--- config.mk ---
export PLATFORM = sky130hd
export DESIGN_NAME = lineStore
export DESIGN_NICKNAME = d
export VERILOG_FILES = /design/src/lineStore.sv
export SDC_FILE = /design/constraint.sdc
export NUM_CORES = 2
export LEC_CHECK = 0
export ABC_AREA = 1
export BUFFER_PORTS_ARGS = -buffer_cell sky130_fd_sc_hd__buf_2
export CAP_MARGIN = 15
export CORE_ASPECT_RATIO = 0.7
export CORE_MARGIN = 1
export CORE_UTILIZATION = 53
export DETAILED_ROUTE_END_ITERATION = 6
export PLACE_DENSITY = 0.68
export RECOVER_POWER = 50
export SYNTH_ARGS = -nofsm -noshare
export SYNTH_HDL_FRONTEND = slang
export SYNTH_SLANG_ARGS = --single-unit
--- constraint.sdc ---
create_clock -name clk -period 5.71 [get_ports clk]
set_input_delay 1.142 -clock clk [delete_from_list [all_inputs] [get_ports clk]]
set_output_delay 1.142 -clock clk [all_outputs]
set_load 0.005 [all_outputs]
--- src/lineStore.sv ---
`timescale 1ns/1ps

module lineStore #(
	parameter type payloadT = logic [15:0],
	parameter int Depth = 128
) (
	input logic clk,
	input logic rst,
	input logic we,
	input logic [$clog2(Depth)-1:0] waddr,
	input payloadT wdata,
	input logic [$clog2(Depth)-1:0] raddr,
	output payloadT rdata
);

	// one entry per line or per word, depending on the instance
	payloadT mem [Depth];

	// write on the clock edge
	// reset wipes every entry, this is what clears the tag valid bits
	always_ff @(posedge clk) begin
		if (rst) begin
			for (int i = 0; i < Depth; i++) begin
				mem[i] <= '0;
			end
		end else if (we) begin
			mem[waddr] <= wdata;
		end
	end

	// combinational read so a hit answers in the same cycle
	assign rdata = mem[raddr];

endmodule

; ---- Yosys cells after proc, flatten, opt, wreduce, memory -nomap -nowiden
; Memory sizes are Yosys's and may differ from the RTL's.
; Index checks and enable logic that the tools add are counted.
[totals]
ff_bits = 0
ram_bits = 2048
inputBits = 33
output_inout_bits = 16
word_cells = 10
memories = 1
[classes]
mux = 8
reduce_logical = 1
[memory_table]
columns = name, depth, word_bits, read_ports, rd_ports_with_merged_regs, wr, line_no
row1 = mem, 128, 16, 1, 0, 128, 17  ; payloadT mem [Depth];
[ops]
columns = operator, n
row1 = 16-bit two-way mux, 1
row2 = 16-bit OR reduction, 1
row3 = 7-bit two-way mux, 1
row4 = 1-bit two-way mux, 6

; ---- Depth between registers and ports, before layout
[logic_depth]
ltp_word = 5
ltp_mapped = 13
depth_no_buf = 9

; ---- Worst setup path after synthesis
; OpenSTA, ideal clock, no wires.
[synth_timing]
kind = in2out
start = input port raddr[0]
end = output port rdata[13] (netlist name)
t_arrival_ns = 2.528
path_slack_ns = 2.040
stages = 13
n_path_buf = 4
cell_sequence = buf_2 -> inv_2 -> buf_2 -> buf_2 -> clkbuf_1 -> nand2_1 -> nand3_1 -> nand3_1 -> nand3_1 -> nand3_1 -> nand3_1 -> nand3_1 -> nand2_1
[synth_lines]
columns = item, line_no
row1 = "start, declared", 12  ; input logic [$clog2(Depth)-1:0] raddr,
row2 = "end, declared", 13  ; output payloadT rdata

==> flow_summary.toml <==
[global_route]
first_global_vias = 63900
grt_max_degree = 153
grt_first_pass_wirelength_microns = 417000
antenna_found_initial = 10
track_usage_pct = 32.2
overflow = 0

[pwr]
irDropWorstVdd_v = 0.000280
powerDensity_nw_per_um2 = 332
p_leak_nw = 37.7
p_total_mw = 33.0

[yosys]
synth-seq-area-share_pct = 67.2
yosysWarnings = 0
synth_edf_count = 2048
syn_nets = 9359
yosys-top-cells-count = "nand2_1 (2316), nor2_1 (2065), edfxtp_1 (2048)"
netlist.area_leader.share_pct = 67.2
yosys.area.top_type = "edfxtp_1"
synth.area.top_cells = "edfxtp_1 (67%), nand3_1 (11%), nand2_1 (9.5%), nor2_1 (8.5%), clkbuf_1 (2.8%)"
synthCells = 9326
synth_most_common_cell = "nand2_1"
synth_ff_type = "edfxtp_1"
avgSynthCellArea_sq_um = 9.82
yosysUniqueCellTypes = 17
async_flop_share_pct = 0
ys_ff_latch = 2048
synth_area_sq_um = 91600

[routing]
viasPerCell = 6.14
detail-route-antenna-nets = 0
vias = 69800
first_pass_iters = 7
drt_wl_total_microns = 284000
drc_errors = 0
drt-initial-drc-count = 11800
routedWlPerCell_microns = 25.0

[layout]
drive_above_1_share_pct = 5.54
largest_reg_flops = 2048
syn_to_final_growth_pct = 8.70
fin_area_sq_um = 99500
top_register = "mem"
num-nets-final = 8984
reg_top3 = "mem: 2048 flops"

[placement]
place_congestion = 0.925
port_buffers = 48
pre_cts_slack_ns = 0.577
postPlaceCellArea_sq_um = 93700
place_hpwl_microns = 165000

[floorplan]
dieArea_sq_um = 174000
die_x_microns = 499
io_pins = 49
die_y_microns = 350
fp.coreArea_sq_um = 171000
placementRows = 127
start_util_pct = 53.4

[sta]
timing.fmax_mhz = 181
layout_setup_ws_ns = 0.172
hold_viol = 0
grt_setup_unrepaired = "false"
setup_violations = 0
tightest_slew_ns = 2.19
fin_setup_tns_ns = 0
slew_viol_final = 36
finalCriticalPeriod_ns = 5.54
maxSlewHeadroom_pct = -46.5
fin_crit_sh_pct = 97.0

[setup_path]
end_kind = "register"
crit_required_ns = 6.08
criticalPathCategory = "in -> reg"
cp-start-kind = "primary input"
critPathMaxFanout = 35
crit_arrival_ns = 5.90

[status]
status = "finished with violations"
violations = "max-capacitance violations, max-slew violations"

[cts]
numCtsBuffers = 191
htreeDepth = 4
clock_sinks = 2048
cts_resized = 0
clockBufferDepth = 3
ctsHoldBuffers = 0
cts.clk_slew.worst_paths_ns = 0.06
postCtsSetupRepairBufs = 0
cts_tree = "yes"
root_buffer = "clkbuf_16"

[job]
cap_violations = 1

[worst_hold_path]
min_path_type = "in -> reg"
==> cell usage in the layout (no fill, tap or decap) <==
| cell type | instances |
|---|---|
| buf_12 | 42 |
| buf_2 | 43 |
| buf_4 | 134 |
| buf_8 | 3 |
| bufinv_16 | 16 |
| clkbuf_1 | 78 |
| clkbuf_16 | 194 |
| clkbuf_2 | 1 |
| clkinv_1 | 57 |
| clkinv_2 | 26 |
| clkinv_8 | 3 |
| clkinvlp_2 | 1 |
| clkinvlp_4 | 4 |
| diode_2 | 3 |
| edfxtp_1 | 2048 |
| inv_1 | 7 |
| inv_16 | 2 |
| inv_2 | 4 |
| inv_6 | 25 |
| inv_8 | 3 |
| nand2_1 | 2316 |
| nand2_4 | 1 |
| nand3_1 | 2018 |
| nand4_1 | 6 |
| nor2_1 | 2065 |
| nor3_1 | 3 |
| nor4_1 | 5 |
| nor4_4 | 3 |
| or2_0 | 1 |
| or2_1 | 1 |
==> through the flow <==
step           std cells  util, %  hold slack, ns
2_1_floorplan       9326        -            1.56
3_3_place_gp       11000     54.7            1.68
3_5_place_dp       11000     54.7            1.68
4_1_cts            11400     58.2           0.789
5_1_grt            11400     58.1           0.831
6_report           11400     58.1           0.821
==> area by class of cell <==
class,instances,area (sq um)
multi-input cells,6419,26700
repair buffers,259,2250
diodes,3,7.51
flip-flops and latches,2048,61500
clock buffers,236,5010
well taps,2257,2820
inverters,32,229
clock inverters,116,1010
fillers,14200,71900
==> power breakdown <==
part	switching (mW)	internal (mW)
Sequential	0.207	17.3
Clock	5.78	6.95
Combinational	2.21	0.620
==> cell families (layout without fill, tap and decap cells) <==
kind of cell,after synthesis,in the layout,synth area share [%]
buffers and inverters,859,643,3.62
other,0,3,0
and+or+nand+nor,6419,6419,29.2
DFF,2048,2048,67.2
==> worst max-delay path, cell delays in order <==
cell	delay (ns)
buf_2	0.09
clkinvlp_2	1.61
nand2_4	0.94
nor3_1	0.33
nand4_1	0.26
clkbuf_1	0.75
nand2_1	0.76
==> worst paths after layout <==
path | slack, ns | cells after the start | from | to
setup / recovery | 0.17 | 7 | rst | mem[42][7]$_SDFFCE_PN0P_
hold / removal | 0.82 | 3 | wdata[9] | mem[17][9]$_SDFFCE_PN0P_
==> layer usage <==
layer | global-route usage (%) | vias to the layer above | wire length [microns]
met5 | 0 | - | 51
met4 | 10.4 | 8 | 9230
met3 | 9.71 | 548 | 42600
met2 | 45.6 | 4790 | 120000
met1 | 47.2 | 33600 | 112000
li1 | - | 30800 | -
Note: power is estimated with default switching activity, not from simulation.
