--- config.mk ---
export PLATFORM = sky130hd
export DESIGN_NAME = memArbiter
export DESIGN_NICKNAME = d
export VERILOG_FILES = /design/src/cachePkg.sv /design/src/memArbiter.sv
export SDC_FILE = /design/constraint.sdc
export NUM_CORES = 1
export LEC_CHECK = 0
export CAP_MARGIN = 40
export CORE_AREA = 5 5 49 51
export DETAILED_ROUTE_END_ITERATION = 12
export DIE_AREA = 0 0 54 56
export DONT_BUFFER_PORTS = 1
export PLACE_DENSITY_LB_ADDON = 0.25
export SETUP_SLACK_MARGIN = 0.15
export SLEW_MARGIN = 0
export SYNTH_ARGS = -nofsm -noshare
export SYNTH_HDL_FRONTEND = slang
export SYNTH_SLANG_ARGS = --single-unit
--- constraint.sdc ---
create_clock -name vclk -period 1.65
set_input_delay 0.0825 -clock vclk [all_inputs]
set_output_delay 0.0825 -clock vclk [all_outputs]
set_load 0.01 [all_outputs]
--- src/cachePkg.sv ---
package cachePkg;

	////////////////////////////////////////
	// cache geometry
	////////////////////////////////////////

	// byte address of a 16-bit word
	parameter int AddrWidth = 16;
	parameter int DataWidth = 16;

	// 128 lines of 8 words each
	parameter int IndexBits = 7;
	parameter int WordBits = 3;

	// tag takes what is left above index and word, bit 0 is never used
	parameter int TagBits = AddrWidth - IndexBits - WordBits - 1;

	// cycles from a granted memory read to valid data
	parameter int ReadLatency = 4;

	////////////////////////////////////////
	// address and store entries
	////////////////////////////////////////

	// split of the 16-bit byte address
	typedef struct packed {
		logic [TagBits-1:0] tag;
		logic [IndexBits-1:0] index;
		logic [WordBits-1:0] word;
		// byte within the word, ignored
		logic byteSel;
	} addrT;

	// one tag store entry
	typedef struct packed {
		logic valid;
		logic [TagBits-1:0] tag;
	} tagEntryT;

	////////////////////////////////////////
	// pipeline and memory port
	////////////////////////////////////////

	// pipeline request, held while stall is high
	typedef struct packed {
		logic valid;
		logic write;
		addrT addr;
		logic [DataWidth-1:0] wdata;
	} cpuReqT;

	// one request per cycle into main memory
	typedef struct packed {
		logic en;
		logic wr;
		logic [AddrWidth-1:0] addr;
		logic [DataWidth-1:0] wdata;
	} memReqT;

	// read data coming back from main memory
	typedef struct packed {
		logic valid;
		logic [DataWidth-1:0] data;
	} memRspT;

endpackage

--- src/memArbiter.sv ---
`timescale 1ns/1ps

module memArbiter (
	input cachePkg::memReqT refillReq,
	input cachePkg::memReqT writeReq,
	input cachePkg::memRspT memRsp,
	output cachePkg::memReqT memReq,
	output cachePkg::memRspT refillRsp
);

	logic refillGrant;
	logic writeGrant;

	// refill always wins
	assign refillGrant = refillReq.en;
	// write-through only gets the port when refill is quiet
	// stall keeps writes away during a refill anyway
	assign writeGrant = writeReq.en && !refillReq.en;

	////////////////////////////////////////
	// request mux
	////////////////////////////////////////

	always_comb begin
		if (refillGrant) begin
			memReq = refillReq;
		end else if (writeGrant) begin
			memReq = writeReq;
		end else begin
			// idle port, nothing enabled
			memReq = '0;
		end
	end

	// only refill reads produce responses
	assign refillRsp = memRsp;

endmodule

# --- Word level (Yosys, flattened, before mapping) ---
# Index checks and enable logic that the tools add are counted.
totals:
  regBits: 0
  output_inout_bits: 51
  in_bits: 85
  word_cells: 4
op_classes:
  n_mux: 2
  n_reduce_logical: 2
op_table:
  columns: ["op", "n"]
  rows:
  - ["two-way mux 34 bit", 2]
  - ["logical AND 1 bit", 1]
  - ["zero test 1 bit", 1]

# --- Depth between registers and ports, before layout ---
logic_depth:
  ltp_word: 4
  ltp_mapped: 5
  depth_no_buf: 2

# --- Worst setup path before layout ---
# No wires, ideal clock.
synth_timing:
  kind: "input to output"
  from: "input refillReq[33] (netlist name)"
  to: "output memReq[10] (netlist name)"
  path_stages: 5
  required_ns: 1.567
  path_slack_ns: 0.881
  arrival_ns: 0.686
  n_path_buf: 3
  path_cell_list: "buf_6 > nor2b_4 > buf_6 > buf_6 > a22o_1"
synth_rtl:
  columns: ["element", "line", "source"]
  rows:
  - ["from (decl)", "memArbiter.sv:4", "input cachePkg::memReqT refillReq,"]
  - ["to (decl)", "memArbiter.sv:7", "output cachePkg::memReqT memReq,"]

==> metrics.yaml <==
global_route:
  antenna_violations_before_repair: 0
  grt_first_pass_wirelength_mm: 2.42
  grt_max_degree: 36
  grt_pass1_vias: 483
  overflow: 0
  grt_use_total_pct: 9.69
placement:
  dp.final_hpwl_mm: 1.44
  finalWeightedCongestion: 0.539
  place_ws_ps: 611
  numPortBuffers: 0
synth:
  synth_top_cell_area_share_pct: 56.9
  yosys.area_share.simple_pct: 3.94
  synth-adder-area-share_pct: 0
  xor_and_xnor_fraction_of_the_mapped_netlist_area_pct: 0
  synth_top_area_cell: "a22o_1"
  syn-num-nets: 145
  syn_avg_cell_area_um2: 8.47
  synth_mux_area_share_pct: 0
  post_synth_num_cell_types: 6
  synthTopCellsByCount: "a22o_1 (33), buf_4 (17), buf_6 (5), buf_2 (3)"
  netlist_instances: 60
  area_of_the_mapped_netlist_um2: 508
  yosysMostFrequentCell: "a22o_1"
  synth_area_leaders: "a22o_1 (57%), buf_4 (25%), buf_6 (11%)"
  synth-warning-count: 0
  synth-compound-area-share_pct: 56.9
  main_combinational_cell_family_by_area_after_synthesis: "compound AO/OA/AOI/OAI gates"
  portion_of_the_post_synthesis_area_used_by_sequential_elements_pct: 0
critical_path:
  crit_slowest_cell: "nor2b_4"
  path_cells: "nor2b_4 -> a22o_1"
  cp_num_buf_inv: 0
  cp-startpoint: "writeReq[33]"
  end_kind: "primary output"
  endpoint_required_time_on_the_critical_path_ps: 1570
  worst_path_dominant_cell_family: "simple AND/OR/NAND/NOR gates"
  arrival_ps: 950
  timing.critical_path.slowest_cell_delay_ps: 560
  setup.worst_path.class: "primary input to primary output"
  worstPathMaxFanout: 33
  critPathLaunchType: "primary input"
detailed_routing:
  drt_first_iter_violations: 3
  detailroute.via_count: 420
  vias_per_cell: 6.77
  drt_first_pass_iters: 4
  wire_per_inst_um: 27.9
  drc_errors: 0
  routed_wl_mm: 1.73
  final_antenna_net_count: 0
timing:
  timing_max_transition_violations_final: 0
  max_clock_freq_mhz: 971
  setup_total_negative_slack_ps: 0
  count_of_final_setup_violators: 0
  worst_slack_ps: 620
  final_period_minus_worst_setup_slack_ps: 1030
  hold_ws_ps: 165
  worst_slew_pin_slew_ps: 678
  rsz_0062_raised_after_global_routing: "false"
  fraction_of_the_cycle_the_final_worst_path_needs_pct: 62.4
  max-slew-margin-rel_pct: 54.7
  report.final.hold_viol_count: 0
layout:
  fin_nets: 122
  fill_cells: 229
  layout-drive-gt1-share_pct: 2.86
  register_area_um2: 0
  multiInputGateArea_um2: 309
  area.growth.synth_to_final_pct: -32.5
  sequential_cell_total: 0
  final_core_util_pct: 18.0
  clock_buffer_count: 0
  n_antenna_cell: 0
power_and_ir_drop:
  ir_drop_mv: 0.117
  p_leak_nw: 0.130
  power.switching_uw: 66.6
  power-per-cell-area_nw_per_um2: 340
  sequentialPowerShare_pct: 0
  power.clock.fraction_pct: 0
  power.share.switching_pct: 57.1
  internal_power_uw: 50.1
  pwr-share-comb_pct: 100.0
die:
  die_area_um2: 3020
  die_width_um: 54
  initial_utilization_pct: 26.7
  fp-row-count: 16
  fp.dieH_um: 56
  core_um2: 1900
  boundaryPins: 136
hold_path:
  worst_hold_startpoint: "memRsp[0]"
  hold_class: "primary input to primary output"
run:
  cap_viol_max_count: 0
outcome:
  outcome: "finished, final reports clean"
clocking:
  postCtsHoldBufs: 0
  post_cts_resize_count: 0
  cts_setup_buffers: 0
[routing by layer]
metal	vias up	wire (um)	GRT usage, %
li1	172	-	-
met1	180	564	11.9
met2	60	805	15.2
met3	8	320	4.02
met4	0	42	2.49
met5	-	0	0
[final timing paths]
| kind | cells past startpoint | end | slack, ps |
|---|---|---|---|
| setup / recovery | 2 | memReq[20] | 620 |
| hold / removal | 0 | refillRsp[0] | 170 |
[cell usage in the layout (no fill, tap or decap), drive strengths merged]
cell   instances
or2            1
nor2b          1
a22o          33
[logic make-up after synthesis]
logic type,after synthesis
buf+inv,25
compound gates,33
simple gates,2
[cell type report]
| cell class | count | area share, % |
|---|---|---|
| Multi-Input combinational cell | 35 | 90.1 |
| Tap cell | 27 | 9.85 |
[power by group through the flow]
stage               Combinational, mW  Sequential (mW)  Clock [mW]
detailed placement              0.119                0           0
floorplan                       0.173                0           0
global placement                0.120                0           0
global route                    0.126                0           0
finish                          0.117                0           0
CTS                             0.120                0           0
[through the flow]
step | cells | total power, mW | area (um2)
3_3_place_gp | 62 | 0.120 | 343
2_1_floorplan | 60 | 0.173 | 508
3_5_place_dp | 62 | 0.119 | 343
5_1_grt | 62 | 0.126 | 343
4_1_cts | 62 | 0.120 | 343
6_report | 62 | 0.117 | 343
No activity file was read; power rests on OpenSTA's default activity.
