File: src/cachePkg.sv
package cachePkg;

	////////////////////////////////////////
	// cache geometry
	////////////////////////////////////////

	// byte address of a 16-bit word
	parameter int AddrWidth = 16;
	parameter int DataWidth = 16;

	// 128 lines of 8 words each
	parameter int IndexBits = 7;
	parameter int WordBits = 3;

	// tag takes what is left above index and word, bit 0 is never used
	parameter int TagBits = AddrWidth - IndexBits - WordBits - 1;

	// cycles from a granted memory read to valid data
	parameter int ReadLatency = 4;

	////////////////////////////////////////
	// address and store entries
	////////////////////////////////////////

	// split of the 16-bit byte address
	typedef struct packed {
		logic [TagBits-1:0] tag;
		logic [IndexBits-1:0] index;
		logic [WordBits-1:0] word;
		// byte within the word, ignored
		logic byteSel;
	} addrT;

	// one tag store entry
	typedef struct packed {
		logic valid;
		logic [TagBits-1:0] tag;
	} tagEntryT;

	////////////////////////////////////////
	// pipeline and memory port
	////////////////////////////////////////

	// pipeline request, held while stall is high
	typedef struct packed {
		logic valid;
		logic write;
		addrT addr;
		logic [DataWidth-1:0] wdata;
	} cpuReqT;

	// one request per cycle into main memory
	typedef struct packed {
		logic en;
		logic wr;
		logic [AddrWidth-1:0] addr;
		logic [DataWidth-1:0] wdata;
	} memReqT;

	// read data coming back from main memory
	typedef struct packed {
		logic valid;
		logic [DataWidth-1:0] data;
	} memRspT;

endpackage

File: src/refillEngine.sv
`timescale 1ns/1ps

module refillEngine #(
	parameter int WordBits = cachePkg::WordBits
) (
	input logic clk,
	input logic rst,
	input logic start,
	input cachePkg::addrT lineAddr,
	output cachePkg::memReqT refillReq,
	input cachePkg::memRspT rsp,
	output logic dataWe,
	output logic [WordBits-1:0] dataWord,
	output logic [cachePkg::DataWidth-1:0] dataOut,
	output logic tagWe,
	output logic busy
);
	import cachePkg::*;

	typedef enum logic {
		Idle,
		Busy
	} stateT;

	stateT state;

	// high while word reads are still going out
	logic issuing;
	// word of the next read to send
	logic [WordBits-1:0] issueCnt;
	// word the next returning response belongs to
	logic [WordBits-1:0] rspCnt;
	logic lastIssue;
	logic lastRsp;

	// line being refilled
	addrT lineReg;
	addrT issueAddr;

	assign lastIssue = &issueCnt;
	assign lastRsp = rsp.valid && (&rspCnt);

	////////////////////////////////////////
	// state and counters
	////////////////////////////////////////

	always_ff @(posedge clk) begin
		if (rst) begin
			state <= Idle;
			issuing <= 1'b0;
			issueCnt <= '0;
			rspCnt <= '0;
		end else begin
			case (state)
				Idle: begin
					if (start) begin
						state <= Busy;
						issuing <= 1'b1;
						issueCnt <= '0;
						rspCnt <= '0;
					end
				end
				Busy: begin
					// reads go out back to back at one per cycle
					if (issuing) begin
						issueCnt <= issueCnt + 1'b1;
						if (lastIssue) begin
							issuing <= 1'b0;
						end
					end
					// responses may overlap with issuing
					if (rsp.valid) begin
						rspCnt <= rspCnt + 1'b1;
					end
					// tag is written on this same edge
					if (lastRsp) begin
						state <= Idle;
					end
				end
				default: state <= Idle;
			endcase
		end
	end

	// missing line taken from the request as the refill starts
	always_ff @(posedge clk) begin
		if (state == Idle && start) begin
			lineReg <= lineAddr;
		end
	end

	////////////////////////////////////////
	// memory reads and store writes
	////////////////////////////////////////

	always_comb begin
		issueAddr = lineReg;
		issueAddr.word = issueCnt;
		issueAddr.byteSel = 1'b0;
		refillReq.en = issuing;
		refillReq.wr = 1'b0;
		refillReq.addr = issueAddr;
		refillReq.wdata = '0;
	end

	assign busy = (state == Busy);

	// each returning word lands in its slot of the line
	assign dataWe = busy && rsp.valid;
	assign dataWord = rspCnt;
	assign dataOut = rsp.data;

	// valid tag goes in with the eighth word
	assign tagWe = busy && lastRsp;

endmodule

File: config.mk
export PLATFORM = sky130hd
export DESIGN_NAME = refillEngine
export DESIGN_NICKNAME = d
export VERILOG_FILES = /design/src/cachePkg.sv /design/src/refillEngine.sv
export SDC_FILE = /design/constraint.sdc
export NUM_CORES = 1
export LEC_CHECK = 0
export BUFFER_PORTS_ARGS = -buffer_cell sky130_fd_sc_hd__buf_2
export CAP_MARGIN = 20
export CORE_AREA = 10 10 65 67
export CTS_CLUSTER_SIZE = 10
export DETAILED_ROUTE_END_ITERATION = 8
export DIE_AREA = 0 0 75 77
export HOLD_SLACK_MARGIN = 0.08
export PLACE_DENSITY = 0.75
export SLEW_MARGIN = 20
export SYNTH_ARGS = -nofsm -noshare
export SYNTH_HDL_FRONTEND = slang
export SYNTH_SLANG_ARGS = --single-unit
File: constraint.sdc
create_clock -name clk -period 1.32 [get_ports clk]
set_clock_uncertainty 0.05 [all_clocks]
set_input_delay 0.132 -clock clk [delete_from_list [all_inputs] [get_ports clk]]
set_output_delay 0.132 -clock clk [all_outputs]
set_load 0.05 [all_outputs]
==> Word-level counts from Yosys, hierarchy flattened <==
Cells that the tools add are included.
{ "totals": {"out_inout_bits": 56, "wordCells": 32, "latchBits": 0, "mem_count": 0, "regBits": 20, "ramBits": 0, "romBits": 0, "in_bits": 36} }
{ "op_classes": {"bitwise": 1, "n_mul": 0, "add_sub_neg": 2, "order_cmp": 0, "reduce_logical": 8, "n_eq_ne": 3, "n_shift": 0, "div": 0, "muxes": 12} }
{ "ops": {"columns": ["cell", "n"], "rows": [
  ["$pmux 3 s2", 2],
  ["$mux 3", 3],
  ["$add 3x1->3 const B", 2],
  ["$reduce_and 3->1", 2],
  ["$mux 1", 5],
  ["$logic_and 1x1->1", 4],
  ["$ne 2x2->1 const B", 2],
  ["$pmux 1 s2", 2],
  ["$reduce_and 2->1", 2],
  ["$ne 2x1->1 const B", 1],
  ["$not 1->1", 1]
]} }

==> Logic depth before layout (Yosys ltp) <==
Gate-level depths: netlist of run 1.
{ "depth": {"ltp_word": 4, "mapped_depth": 4, "depth_no_buf": 4} }

==> Least setup slack after synthesis of run 1 <==
OpenSTA, ideal clock, no wires.
{ "synth_timing": {"kind": "flip-flop to flip-flop", "startpoint": "register rspCnt[0] (netlist: dataWord[0])", "endpoint": "register state (netlist: busy)", "arrival_time_ns": 1.437, "setup_slack_ns": -0.296, "stages_incl_launch_ff": 5, "n_path_buf": 0, "required_ns": 1.141, "setup_time_ns": 0.129, "path_cell_list": "dfxtp_1 -> ha_1 -> ha_1 -> and3_2 -> nor3_1"} }
{ "synth_via": {"elab_chain_cells": 4} }
{ "synth_rtl": {"columns": ["item", "line_no", "text"], "rows": [
  ["start: declaration", "refillEngine.sv:32", "logic [WordBits-1:0] rspCnt;"],
  ["start signal: assignment", "refillEngine.sv:73", "rspCnt <= rspCnt + 1'b1;"],
  ["$reduce_and 3->1", "refillEngine.sv:41", "assign lastRsp = rsp.valid && (&rspCnt);"],
  ["$logic_and 1x1->1", "refillEngine.sv:41", null],
  ["$mux 1", "refillEngine.sv:76", "if (lastRsp) begin"],
  ["$pmux 1 s2", "refillEngine.sv:54", "case (state)"],
  ["end signal: assignment", "refillEngine.sv:57", "state <= Busy;"],
  ["end signal: assignment", "refillEngine.sv:77", "state <= Idle;"],
  ["end signal: assignment", "refillEngine.sv:80", "default: state <= Idle;"],
  ["end: declaration", "refillEngine.sv:25", "stateT state;"]
]} }
No other way between the ends.
A chain may end at the register's enable or synchronous reset.

==> Worst setup path in the final report of run 1 <==
{ "layout_timing": {"startpoint": "register rspCnt[1] (netlist: dataWord[1])", "endpoint": "output port tagWe"} }
{ "layout_via": {"elab_chain_cells": 3} }
{ "layout_rtl": {"columns": ["item", "line_no", "text"], "rows": [
  ["$reduce_and 3->1", "refillEngine.sv:41", null],
  ["$logic_and 1x1->1", "refillEngine.sv:41", null],
  ["$logic_and 1x1->1", "refillEngine.sv:114", "assign tagWe = busy && lastRsp;"],
  ["end: declaration", "refillEngine.sv:15", "output logic tagWe,"]
]} }
No other way between the ends.

==> results of run 1 <==
## layout by cell type (no fill, tap or decap), types with 2 or more instances in the layout
master         count
buf_4              4
dlygate4sd3_1     14
nand2b_1           5
nand4b_1           2
inv_1              2
edfxtp_1          12
buf_2             35
ha_4               2
o32ai_1            2
dfxtp_1            2
clkbuf_4           3
dfxtp_2            5
o21ai_0            2
conb_1            18
ha_1               2
## layer usage
layer | global-route usage | vias up | wire [um]
met1 | 0.07964 | 302 | 938
met2 | 0.1210 | 52 | 1002
met3 | 0.03604 | 8 | 380
met5 | 0 | - | 0
met4 | 0.04356 | 0 | 43
li1 | - | 326 | -
## critical path: stages (launching register included)
cell and delay [ns]:
dfxtp_2 0.35, ha_4 0.16, ha_4 0.15, and3_4 0.17, buf_8 0.14
## path summary, 6_finish.rpt
kind,slack (ns),cells past startpoint,end
setup / recovery,-0.13,4,tagWe
hold reg to reg,0.45,2,issueCnt[1]
hold / removal,0.10,3,dataWord[1]
setup reg to reg,0.09,5,busy
## state kept, by name, summed over array words and instances, names as in the netlist
signal	count
busy	1
dataWord	3
issueCnt	3
issuing	1
refillReq	12
## logic make-up after synthesis
group / count (synthesis)
other cells: 1
mux: 2
compound gates: 9
flops: 20
buf+inv: 39
simple gates: 14
fa+ha+maj: 4
## final cells by class
cell class / count / share of cell area
flip-flops and latches: 20 / 0.4085
repair buffers: 54 / 0.2775
multi-input cells: 47 / 0.2563
well taps: 33 / 0.03179
clock buffers: 4 / 0.02023
inverters: 2 / 0.005780
## stage by stage
step / instances / power (W)
floorplan: 106 / 0.001166
global route: 160 / 0.001415
detailed placement: 139 / 0.001051
finish: 160 / 0.001355
CTS: 159 / 0.001375
global placement: 139 / 0.001045
## where the power goes
group	total, W	internal, W	switching (W)
clock	0.000277	0.000117	0.000160
combinational	0.000366	0.0000913	0.000275
sequential	0.000712	0.000694	0.0000173
total	0.00136	0.000903	0.000452
## timing repair
item	in CTS	in global routing
endpoints found under the setup margin	2	1
pin swaps	1	0
setup buffers	2	1
hold buffers	14	0
resized for setup	8	0
endpoints found under the hold margin	14	0
==> metrics.yaml, run 1 <==
synth:
  avgSynthCellArea_um2: 11.75
  yosys.area_share.simple: 0.08732
  synth_compound_area_frac: 0.06579
  yosysMostFrequentCell: "buf_4"
  synth_top_family_by_area: "buffers and inverters"
  synth_fa_ha_area_frac: 0.04785
  ys_warn_count: 0
  netlist_instances: 89
  syn_area_mm2: 0.001046
  synth.distinct_cells: 26
  synth_mux_area_frac: 0.02512
  synth_flop_cell: "edfxtp_1"
  synth.area.top_cells: "edfxtp_1 (34%), buf_4 (25%), dfxtp_1 (15%)"
  yosysTopAreaCell: "edfxtp_1"
  synthArstFlopShare: 0
  ys_ff_latch: 20
  ys_seq_area_frac: 0.4976
  yosysTopAreaCellShare: 0.3445
  synth_xor_area_frac: 0
  synth_edf_count: 12
  synth_commonest_cells: "buf_4 (35), edfxtp_1 (12), dfxtp_1 (8), nand2b_1 (5), ha_1 (4)"
clock_tree:
  cts.sinks: 20
  cts-root-buf: "clkbuf_4"
  cts_tree: "done"
  path_clk_slew_ns: 0.10
  clk_path_buf_depth: 2
  htree_num_levels: 1
  cts_made_buffers: 3
  insertion_delay_ns: 0.29
worst_setup_path:
  crit_arrival_ns: 1.27
  critPathLaunch: "dataWord[1]"
  crit_path_max_fanout: 2
  r2r-start: "dataWord[1]"
  worstPathRequired_ns: 1.14
  crit_path_end_kind: "output pin"
  cp-start-kind: "register"
  worstSetupPathType: "reg -> out"
placed_design:
  port_buffers: 37
  placed_area_mm2: 0.001072
  place_ws_ns: 0.05905
  place_congestion: 0.6585
finish:
  final_nets: 168
  stdcell_area_mm2: 0.001299
  diodes: 0
  seq_area_um2: 530.5
  multi_input_area_um2: 332.8
  utilization: 0.4361
  layout-area-overhead-vs-synth_pct: 24.16
  drive_gt1_frac: 0.4646
  nFillCells: 259
worst_hold_path:
  min_path_type: "in -> reg"
  hold_start: "rsp[16]"
sta:
  final.setup.tns_ns: -0.1333
  setup-violations-final: 1
  hold_viol: 0
  min_period_ns: 1.453
  fmax_ghz: 0.6881
  slew_violations: 0
  holdWs_ns: 0.1015
  rsz0062_at_grt: "yes"
  setup_slack_ns: -0.1333
  post-route-period-util: 1.101
drt:
  routed_via_density: 4.300
  vias: 688
  wl_per_cell_um: 14.78
  firstDrtPassIters: 4
  finalWirelength_um: 2365
  drc_errors: 0
  ant_nets: 0
  first_iter_violations: 18
power:
  vdd_drop_max_v: 0.0002806
  power.leakage_nw: 0.5840
  power.density_mw_per_mm2: 1044
grt:
  grt_overflow: 0
  grt_antenna_before_repair: 0
  grt_pass1_vias: 765
  grt_usage: 0.07641
  grt_max_degree: 14
  grt_first_pass_wirelength_um: 3567
die:
  fp.dieArea_mm2: 0.005775
  floorplan.initialDensity: 0.3513
  io_pins: 92
  die_w_um: 75
  die_y_um: 77
  design.core.area_mm2: 0.002978
  rows: 20
flow_run:
  drv_cap: 0
status:
  violations: "negative setup slack"
  status: "finished with violations"
Power figures use the tool's default switching activity.
==> run 2, diff against run 1 <==
--- a/config.mk
+++ b/config.mk
@@ -7,12 +7,12 @@
 export LEC_CHECK = 0
 export BUFFER_PORTS_ARGS = -buffer_cell sky130_fd_sc_hd__buf_2
 export CAP_MARGIN = 20
-export CORE_AREA = 10 10 65 67
-export CTS_CLUSTER_SIZE = 10
+export CORE_AREA = 2 2 79 43
+export CTS_CLUSTER_SIZE = 40
 export DETAILED_ROUTE_END_ITERATION = 8
-export DIE_AREA = 0 0 75 77
+export DIE_AREA = 0 0 81 45
 export HOLD_SLACK_MARGIN = 0.08
-export PLACE_DENSITY = 0.75
+export PLACE_DENSITY = 0.76
 export SLEW_MARGIN = 20
 export SYNTH_ARGS = -nofsm -noshare
 export SYNTH_HDL_FRONTEND = slang
==> run 2 against run 1 <==
The run still ends with negative setup slack left; core utilization up 2.1 points; sequential cell count unchanged; combinational power down 3%; hold slack better by 0.0066 ns; sequential power about the same; die area down 37%; design area up 2.4%; register-to-register slack about the same; routed wire length down 22%; cell count up 3.1%; critical endpoint unchanged; largest power group unchanged; highest routed layer unchanged.
==> metrics.yaml, run 2 (synthesis gave the netlist of run 1 again) <==
status:
  status: "finished with violations"
  violations: "negative setup slack"
finish:
  nFillCells: 276  # +6.6%
  final_cell_mix: "buf_2 (36), conb_1 (18), dlygate4sd3_1 (12), edfxtp_1 (12)"
  final_common_cell: "buf_2"
  layout-area-overhead-vs-synth_pct: 27.15
  drive_gt1_frac: 0.4800  # +0.01543
  largest_reg_flops: 12  # unchanged
  fin_cells: 165  # +3.1%
  diodes: 0  # unchanged
  final_nets: 166  # -1.2%
clock_tree:
  cts-root-buf: "clkbuf_8"
  cts.sinks: 20  # unchanged
  clk_path_buf_depth: 2  # unchanged
  cts_made_buffers: 3  # unchanged
  path_clk_slew_ns: 0.07  # -0.03 ns
  insertion_delay_ns: 0.26  # -0.03 ns
  htree_num_levels: 1  # unchanged
  cts_tree: "done"
worst_setup_path:
  crit_path_end_kind: "output pin"
  worstPathRequired_ns: 1.14  # about the same
  crit_path_max_fanout: 2  # unchanged
  crit_arrival_ns: 1.21  # -0.06 ns
  cp-start-kind: "register"
  worstSetupPathType: "reg -> out"
placed_design:
  place_congestion: 0.6958  # +5.7%
  dp.cells: 146  # +5.0%
  place_ws_ns: 0.09152  # +0.03247 ns
  port_buffers: 37  # unchanged
grt:
  grt_first_pass_wirelength_um: 2677  # -25%
  grt_antenna_before_repair: 0  # unchanged
  grt_overflow: 0  # unchanged
  grt_pass1_vias: 644  # -16%
  grt_max_degree: 14  # unchanged
  grt_usage: 0.09925  # +0.02284
sta:
  min_period_ns: 1.397  # -0.05680 ns
  setup-violations-final: 1  # unchanged
  hold_viol: 0  # unchanged
  fmax_ghz: 0.7161  # +4.1%
  final.setup.tns_ns: -0.07652  # +0.05680 ns
  slew_violations: 0  # unchanged
  post-route-period-util: 1.058  # -0.04303
  rsz0062_at_grt: "yes"
  holdWs_ns: 0.1081  # +0.006639 ns
  setup_slack_ns: -0.07652  # +0.05680 ns
drt:
  routed_via_density: 4.073  # -5.3%
  finalWirelength_um: 1850  # -22%
  wl_per_cell_um: 11.21  # -24%
  firstDrtPassIters: 4  # unchanged
  vias: 672  # -2.3%
  first_iter_violations: 18  # unchanged
  ant_nets: 0  # unchanged
  drc_errors: 0  # unchanged
flow_run:
  drv_cap: 0  # unchanged
die:
  design.core.area_mm2: 0.002908  # -2.4%
  rows: 14  # -30%
  fp.dieArea_mm2: 0.003645  # -37%
  die_w_um: 81  # +8.0%
  die_y_um: 45  # -42%
  io_pins: 92  # unchanged
  floorplan.initialDensity: 0.3597  # +0.008464
power:
  power_w: 0.001673  # +23%
  power.leakage_nw: 0.5962  # +2.1%
  vdd_drop_max_v: 0.0005607  # +100%
  power.density_mw_per_mm2: 1258  # +21%
worst_hold_path:
  min_path_type: "in -> reg"
run 2: what timing repair did:
action | in CTS | in global routing
buffers inserted | 3 | 0
gates resized for setup | 5 | 2
endpoints found under the hold margin | 12 | 0
endpoints found under the setup margin | 1 | 1
pin swaps | 0 | 1
hold buffers | 12 | 0
gates cloned | 0 | 0
run 2: area by class of cell:
type | count | area [um2] | area share
flip-flops and latches | 20 | 530.5 | 0.3989
repair buffers | 52 | 337.8 | 0.2540
multi-input cells | 47 | 332.8 | 0.2502
well taps | 40 | 50.05 | 0.03763
clock buffers | 3 | 41.29 | 0.03104
clock inverters | 1 | 30.03 | 0.02258
inverters | 2 | 7.507 | 0.005644
run 2: where the power goes:
group / switching [W] / internal [W] / total, W
clock network: 0.000201 / 0.000405 / 0.000606
registers: 0.0000168 / 0.000695 / 0.000711
logic: 0.000269 / 0.0000865 / 0.000356
total: 0.000487 / 0.00119 / 0.00167
run 2: path summary, 6_finish.rpt:
path	start	to	slack, ns	cells after the start
setup / recovery	dataWord[1]	tagWe	-0.08	4
hold / removal	rst	dataWord[0]	0.11	2
hold reg to reg	issueCnt[0]	issueCnt[0]	0.45	2
setup reg to reg	dataWord[1]	busy	0.10	5
run 2: per-stage QoR:
step             util  cell area [um2]
2_1_floorplan       -             1124
3_3_place_gp   0.3718             1081
3_5_place_dp   0.3718             1081
4_1_cts        0.4505             1310
5_1_grt        0.4574             1330
6_report       0.4574             1330
run 2: layer usage:
layer,global-route usage,up-vias,share of wire
li1,-,321,-
met1,0.09285,298,0.35
met2,0.1851,43,0.52
met3,0.04400,10,0.11
met4,0.05763,0,0.016
met5,0,-,0
run 2: critical path: stages, from the launching register on:
cell	delay, ns
dfxtp_2	0.34
ha_4	0.16
ha_4	0.14
and3_4	0.17
buf_8	0.14
==> run 3, diff against run 2 <==
--- a/config.mk
+++ b/config.mk
@@ -7,12 +7,12 @@
 export LEC_CHECK = 0
 export BUFFER_PORTS_ARGS = -buffer_cell sky130_fd_sc_hd__buf_2
 export CAP_MARGIN = 20
-export CORE_AREA = 2 2 79 43
+export CORE_AREA = 2 2 83 45
 export CTS_CLUSTER_SIZE = 40
 export DETAILED_ROUTE_END_ITERATION = 8
-export DIE_AREA = 0 0 81 45
+export DIE_AREA = 0 0 85 47
 export HOLD_SLACK_MARGIN = 0.08
-export PLACE_DENSITY = 0.76
+export PLACE_DENSITY = 0.72
 export SLEW_MARGIN = 20
 export SYNTH_ARGS = -nofsm -noshare
 export SYNTH_HDL_FRONTEND = slang
==> constraint.sdc (replaced) <==
create_clock -name clk -period 1.2 [get_ports clk]
set_clock_uncertainty 0.05 [all_clocks]
set_input_delay 0.12 -clock clk [delete_from_list [all_inputs] [get_ports clk]]
set_output_delay 0.12 -clock clk [all_outputs]
set_load 0.05 [all_outputs]
==> run 3 against run 2 <==
The flow still finishes with violations (negative setup slack); via count increased by 1.0%; core utilization decreased by 4.4 points; sequential share of layout area about the same; cell count increased by 1.8%; first-iteration DRC count decreased by 17%; critical path depth unchanged; routed wire length increased by 1.6%; global-route usage decreased by 0.73 points; sequential power increased by 9.0%; count of clock-buffer cells in the layout unchanged; clock power increased by 9.7%; critical path type unchanged; critical endpoint unchanged; largest power group unchanged.
==> metrics.yaml, run 3 (synthesis gave the netlist of run 1 again) <==
status:
  status: "finished with violations"
  violations: "negative setup slack"
worst_hold_path:
  min_path_type: "in -> reg"
  hold_start: "start"
die:
  die_y_um: 47  # +4.4%
  design.core.area_mm2: 0.003284  # +13%
  floorplan.initialDensity: 0.3185  # -0.04125
  io_pins: 92  # unchanged
  rows: 15  # +1
  fp.dieArea_mm2: 0.003995  # +9.6%
  die_w_um: 85  # +4.9%
worst_setup_path:
  critPathLaunch: "dataWord[0]"
  cp-start-kind: "register"
  crit_path_end_kind: "output pin"
  worstSetupPathType: "reg -> out"
  crit_path_max_fanout: 2  # unchanged
  r2r-start: "busy"
  worstPathRequired_ns: 1.03  # -0.11 ns
  crit_arrival_ns: 1.23  # +0.02 ns
placed_design:
  dp_hpwl_um: 1312
  place_congestion: 0.7440  # +6.9%
  place_ws_ns: 0.01157  # -0.07995 ns
  port_buffers: 37  # unchanged
  placed_area_mm2: 0.001129  # +4.4%
power:
  p_int_w: 0.001307  # +10%
  power_w: 0.001846  # +10%
  vdd_drop_max_v: 0.0007603  # +36%
  combPwrFrac: 0.220  # +0.007
  power.switching_w: 0.0005392  # +11%
  swShare: 0.2921  # +0.001046
  power.leakage_nw: 0.6042  # +1.3%
  power.density_mw_per_mm2: 1359  # +8.0%
  p_seq_frac: 0.420  # -0.005
  p_clk_frac: 0.360  # -0.002
clock_tree:
  cts.sinks: 20  # unchanged
  insertion_delay_ns: 0.25  # about the same
  cts-root-buf: "clkbuf_8"
  clk_path_buf_depth: 2  # unchanged
  path_clk_slew_ns: 0.08  # about the same
  cts_made_buffers: 3  # unchanged
  cts_tree: "done"
  htree_num_levels: 1  # unchanged
finish:
  final_nets: 167  # +0.60%
  final_common_cell: "buf_2"
  layout-area-overhead-vs-synth_pct: 29.90
  nFillCells: 294  # +6.5%
  drive_gt1_frac: 0.4921  # +0.01206
  stdcell_area_mm2: 0.001359  # +2.2%
  multi_input_area_um2: 334.1  # +0.38%
  largest_reg_flops: 12  # unchanged
  seq_area_um2: 541.8  # +2.1%
  final_cell_mix: "buf_2 (35), conb_1 (18), dlygate4sd3_1 (12), edfxtp_1 (12)"
  diodes: 0  # unchanged
sta:
  slew_violations: 0  # unchanged
  post-route-period-util: 1.165
  setup_slack_ns: -0.1975  # -0.1210 ns
  fmax_ghz: 0.7155
  holdWs_ns: 0.1068  # -0.001343 ns
  hold_viol: 0  # unchanged
  min_period_ns: 1.398
  setup-violations-final: 1  # unchanged
  rsz0062_at_grt: "yes"
drt:
  wl_per_cell_um: 11.18  # -0.25%
  firstDrtPassIters: 2  # -2
  ant_nets: 0  # unchanged
  vias: 679  # +1.0%
  routed_via_density: 4.042  # -0.76%
  first_iter_violations: 15  # -3
  drc_errors: 0  # unchanged
  finalWirelength_um: 1879  # +1.6%
grt:
  grt_first_pass_wirelength_um: 2732  # +2.1%
  grt_pass1_vias: 597  # -7.3%
  grt_antenna_before_repair: 0  # unchanged
  grt_overflow: 0  # unchanged
  grt_usage: 0.09194  # -0.007305
  grt_max_degree: 14  # unchanged
flow_run:
  drv_cap: 0  # unchanged
==> run 3: cell count changes in the layout (fill, tap and decap cells not counted) <==
cell	delta
buf_4	+1
dfxtp_2	-3
a21boi_0	-1
buf_2	-1
a21boi_1	+1
dfxtp_1	-1
dfxtp_4	+4
buf_6	+1
and2b_2	-1
and2b_4	+1
==> run 3: area by class of cell <==
type,count,share of cell area
Inverter,2,0.005525
Multi-Input combinational cell,47,0.2459
Sequential cell,20,0.3987
Clock buffer,3,0.03039
Timing Repair Buffer,53,0.2587
Tap cell,42,0.03867
Clock inverter,1,0.02210
==> run 3: per-stage QoR <==
| step | utilization | instances | TNS, ns |
|---|---|---|---|
| global placement | 0.3436 | 149 | 0 |
| finish | 0.4137 | 168 | -0.1975 |
| floorplan | - | 106 | -0.2940 |
| global route | 0.4137 | 168 | -0.2268 |
| CTS | 0.4103 | 167 | -0.2096 |
| detailed placement | 0.3436 | 149 | 0 |
==> run 3: power groups by stage <==
stage	registers [W]	logic, W	clock network (W)
after floorplan	0.000890	0.000390	0
after global placement	0.000791	0.000358	0
after detailed placement	0.000793	0.000363	0
after CTS	0.000776	0.000400	0.000687
after global routing	0.000780	0.000426	0.000715
final	0.000775	0.000406	0.000665
==> run 3: worst paths after layout <==
kind,end,slack (ns),cells after the start
max reg2reg,issueCnt[1],0.08,2
min,busy,0.11,3
max,tagWe,-0.20,4
min reg2reg,issueCnt[2],0.44,2
==> run 3: repair_timing <==
item,in CTS,in global routing
setup endpoints to repair,2,3
setup buffers,2,1
hold endpoints to repair,12,0
hold buffers,12,0
gates resized for setup,4,2
gates cloned,0,0
pin swaps,1,0
==> run 3: metal layers <==
layer | track usage | wire length [um]
met1 | 0.09646 | 786
met2 | 0.1625 | 884
met3 | 0.05097 | 181
met4 | 0.03492 | 27
met5 | 0 | 0
==> run 3: critical path, stage by stage, from the launching register on <==
cell and delay, ns:
dfxtp_4 0.35, ha_4 0.16, ha_4 0.14, and3_4 0.18
buf_8 0.14
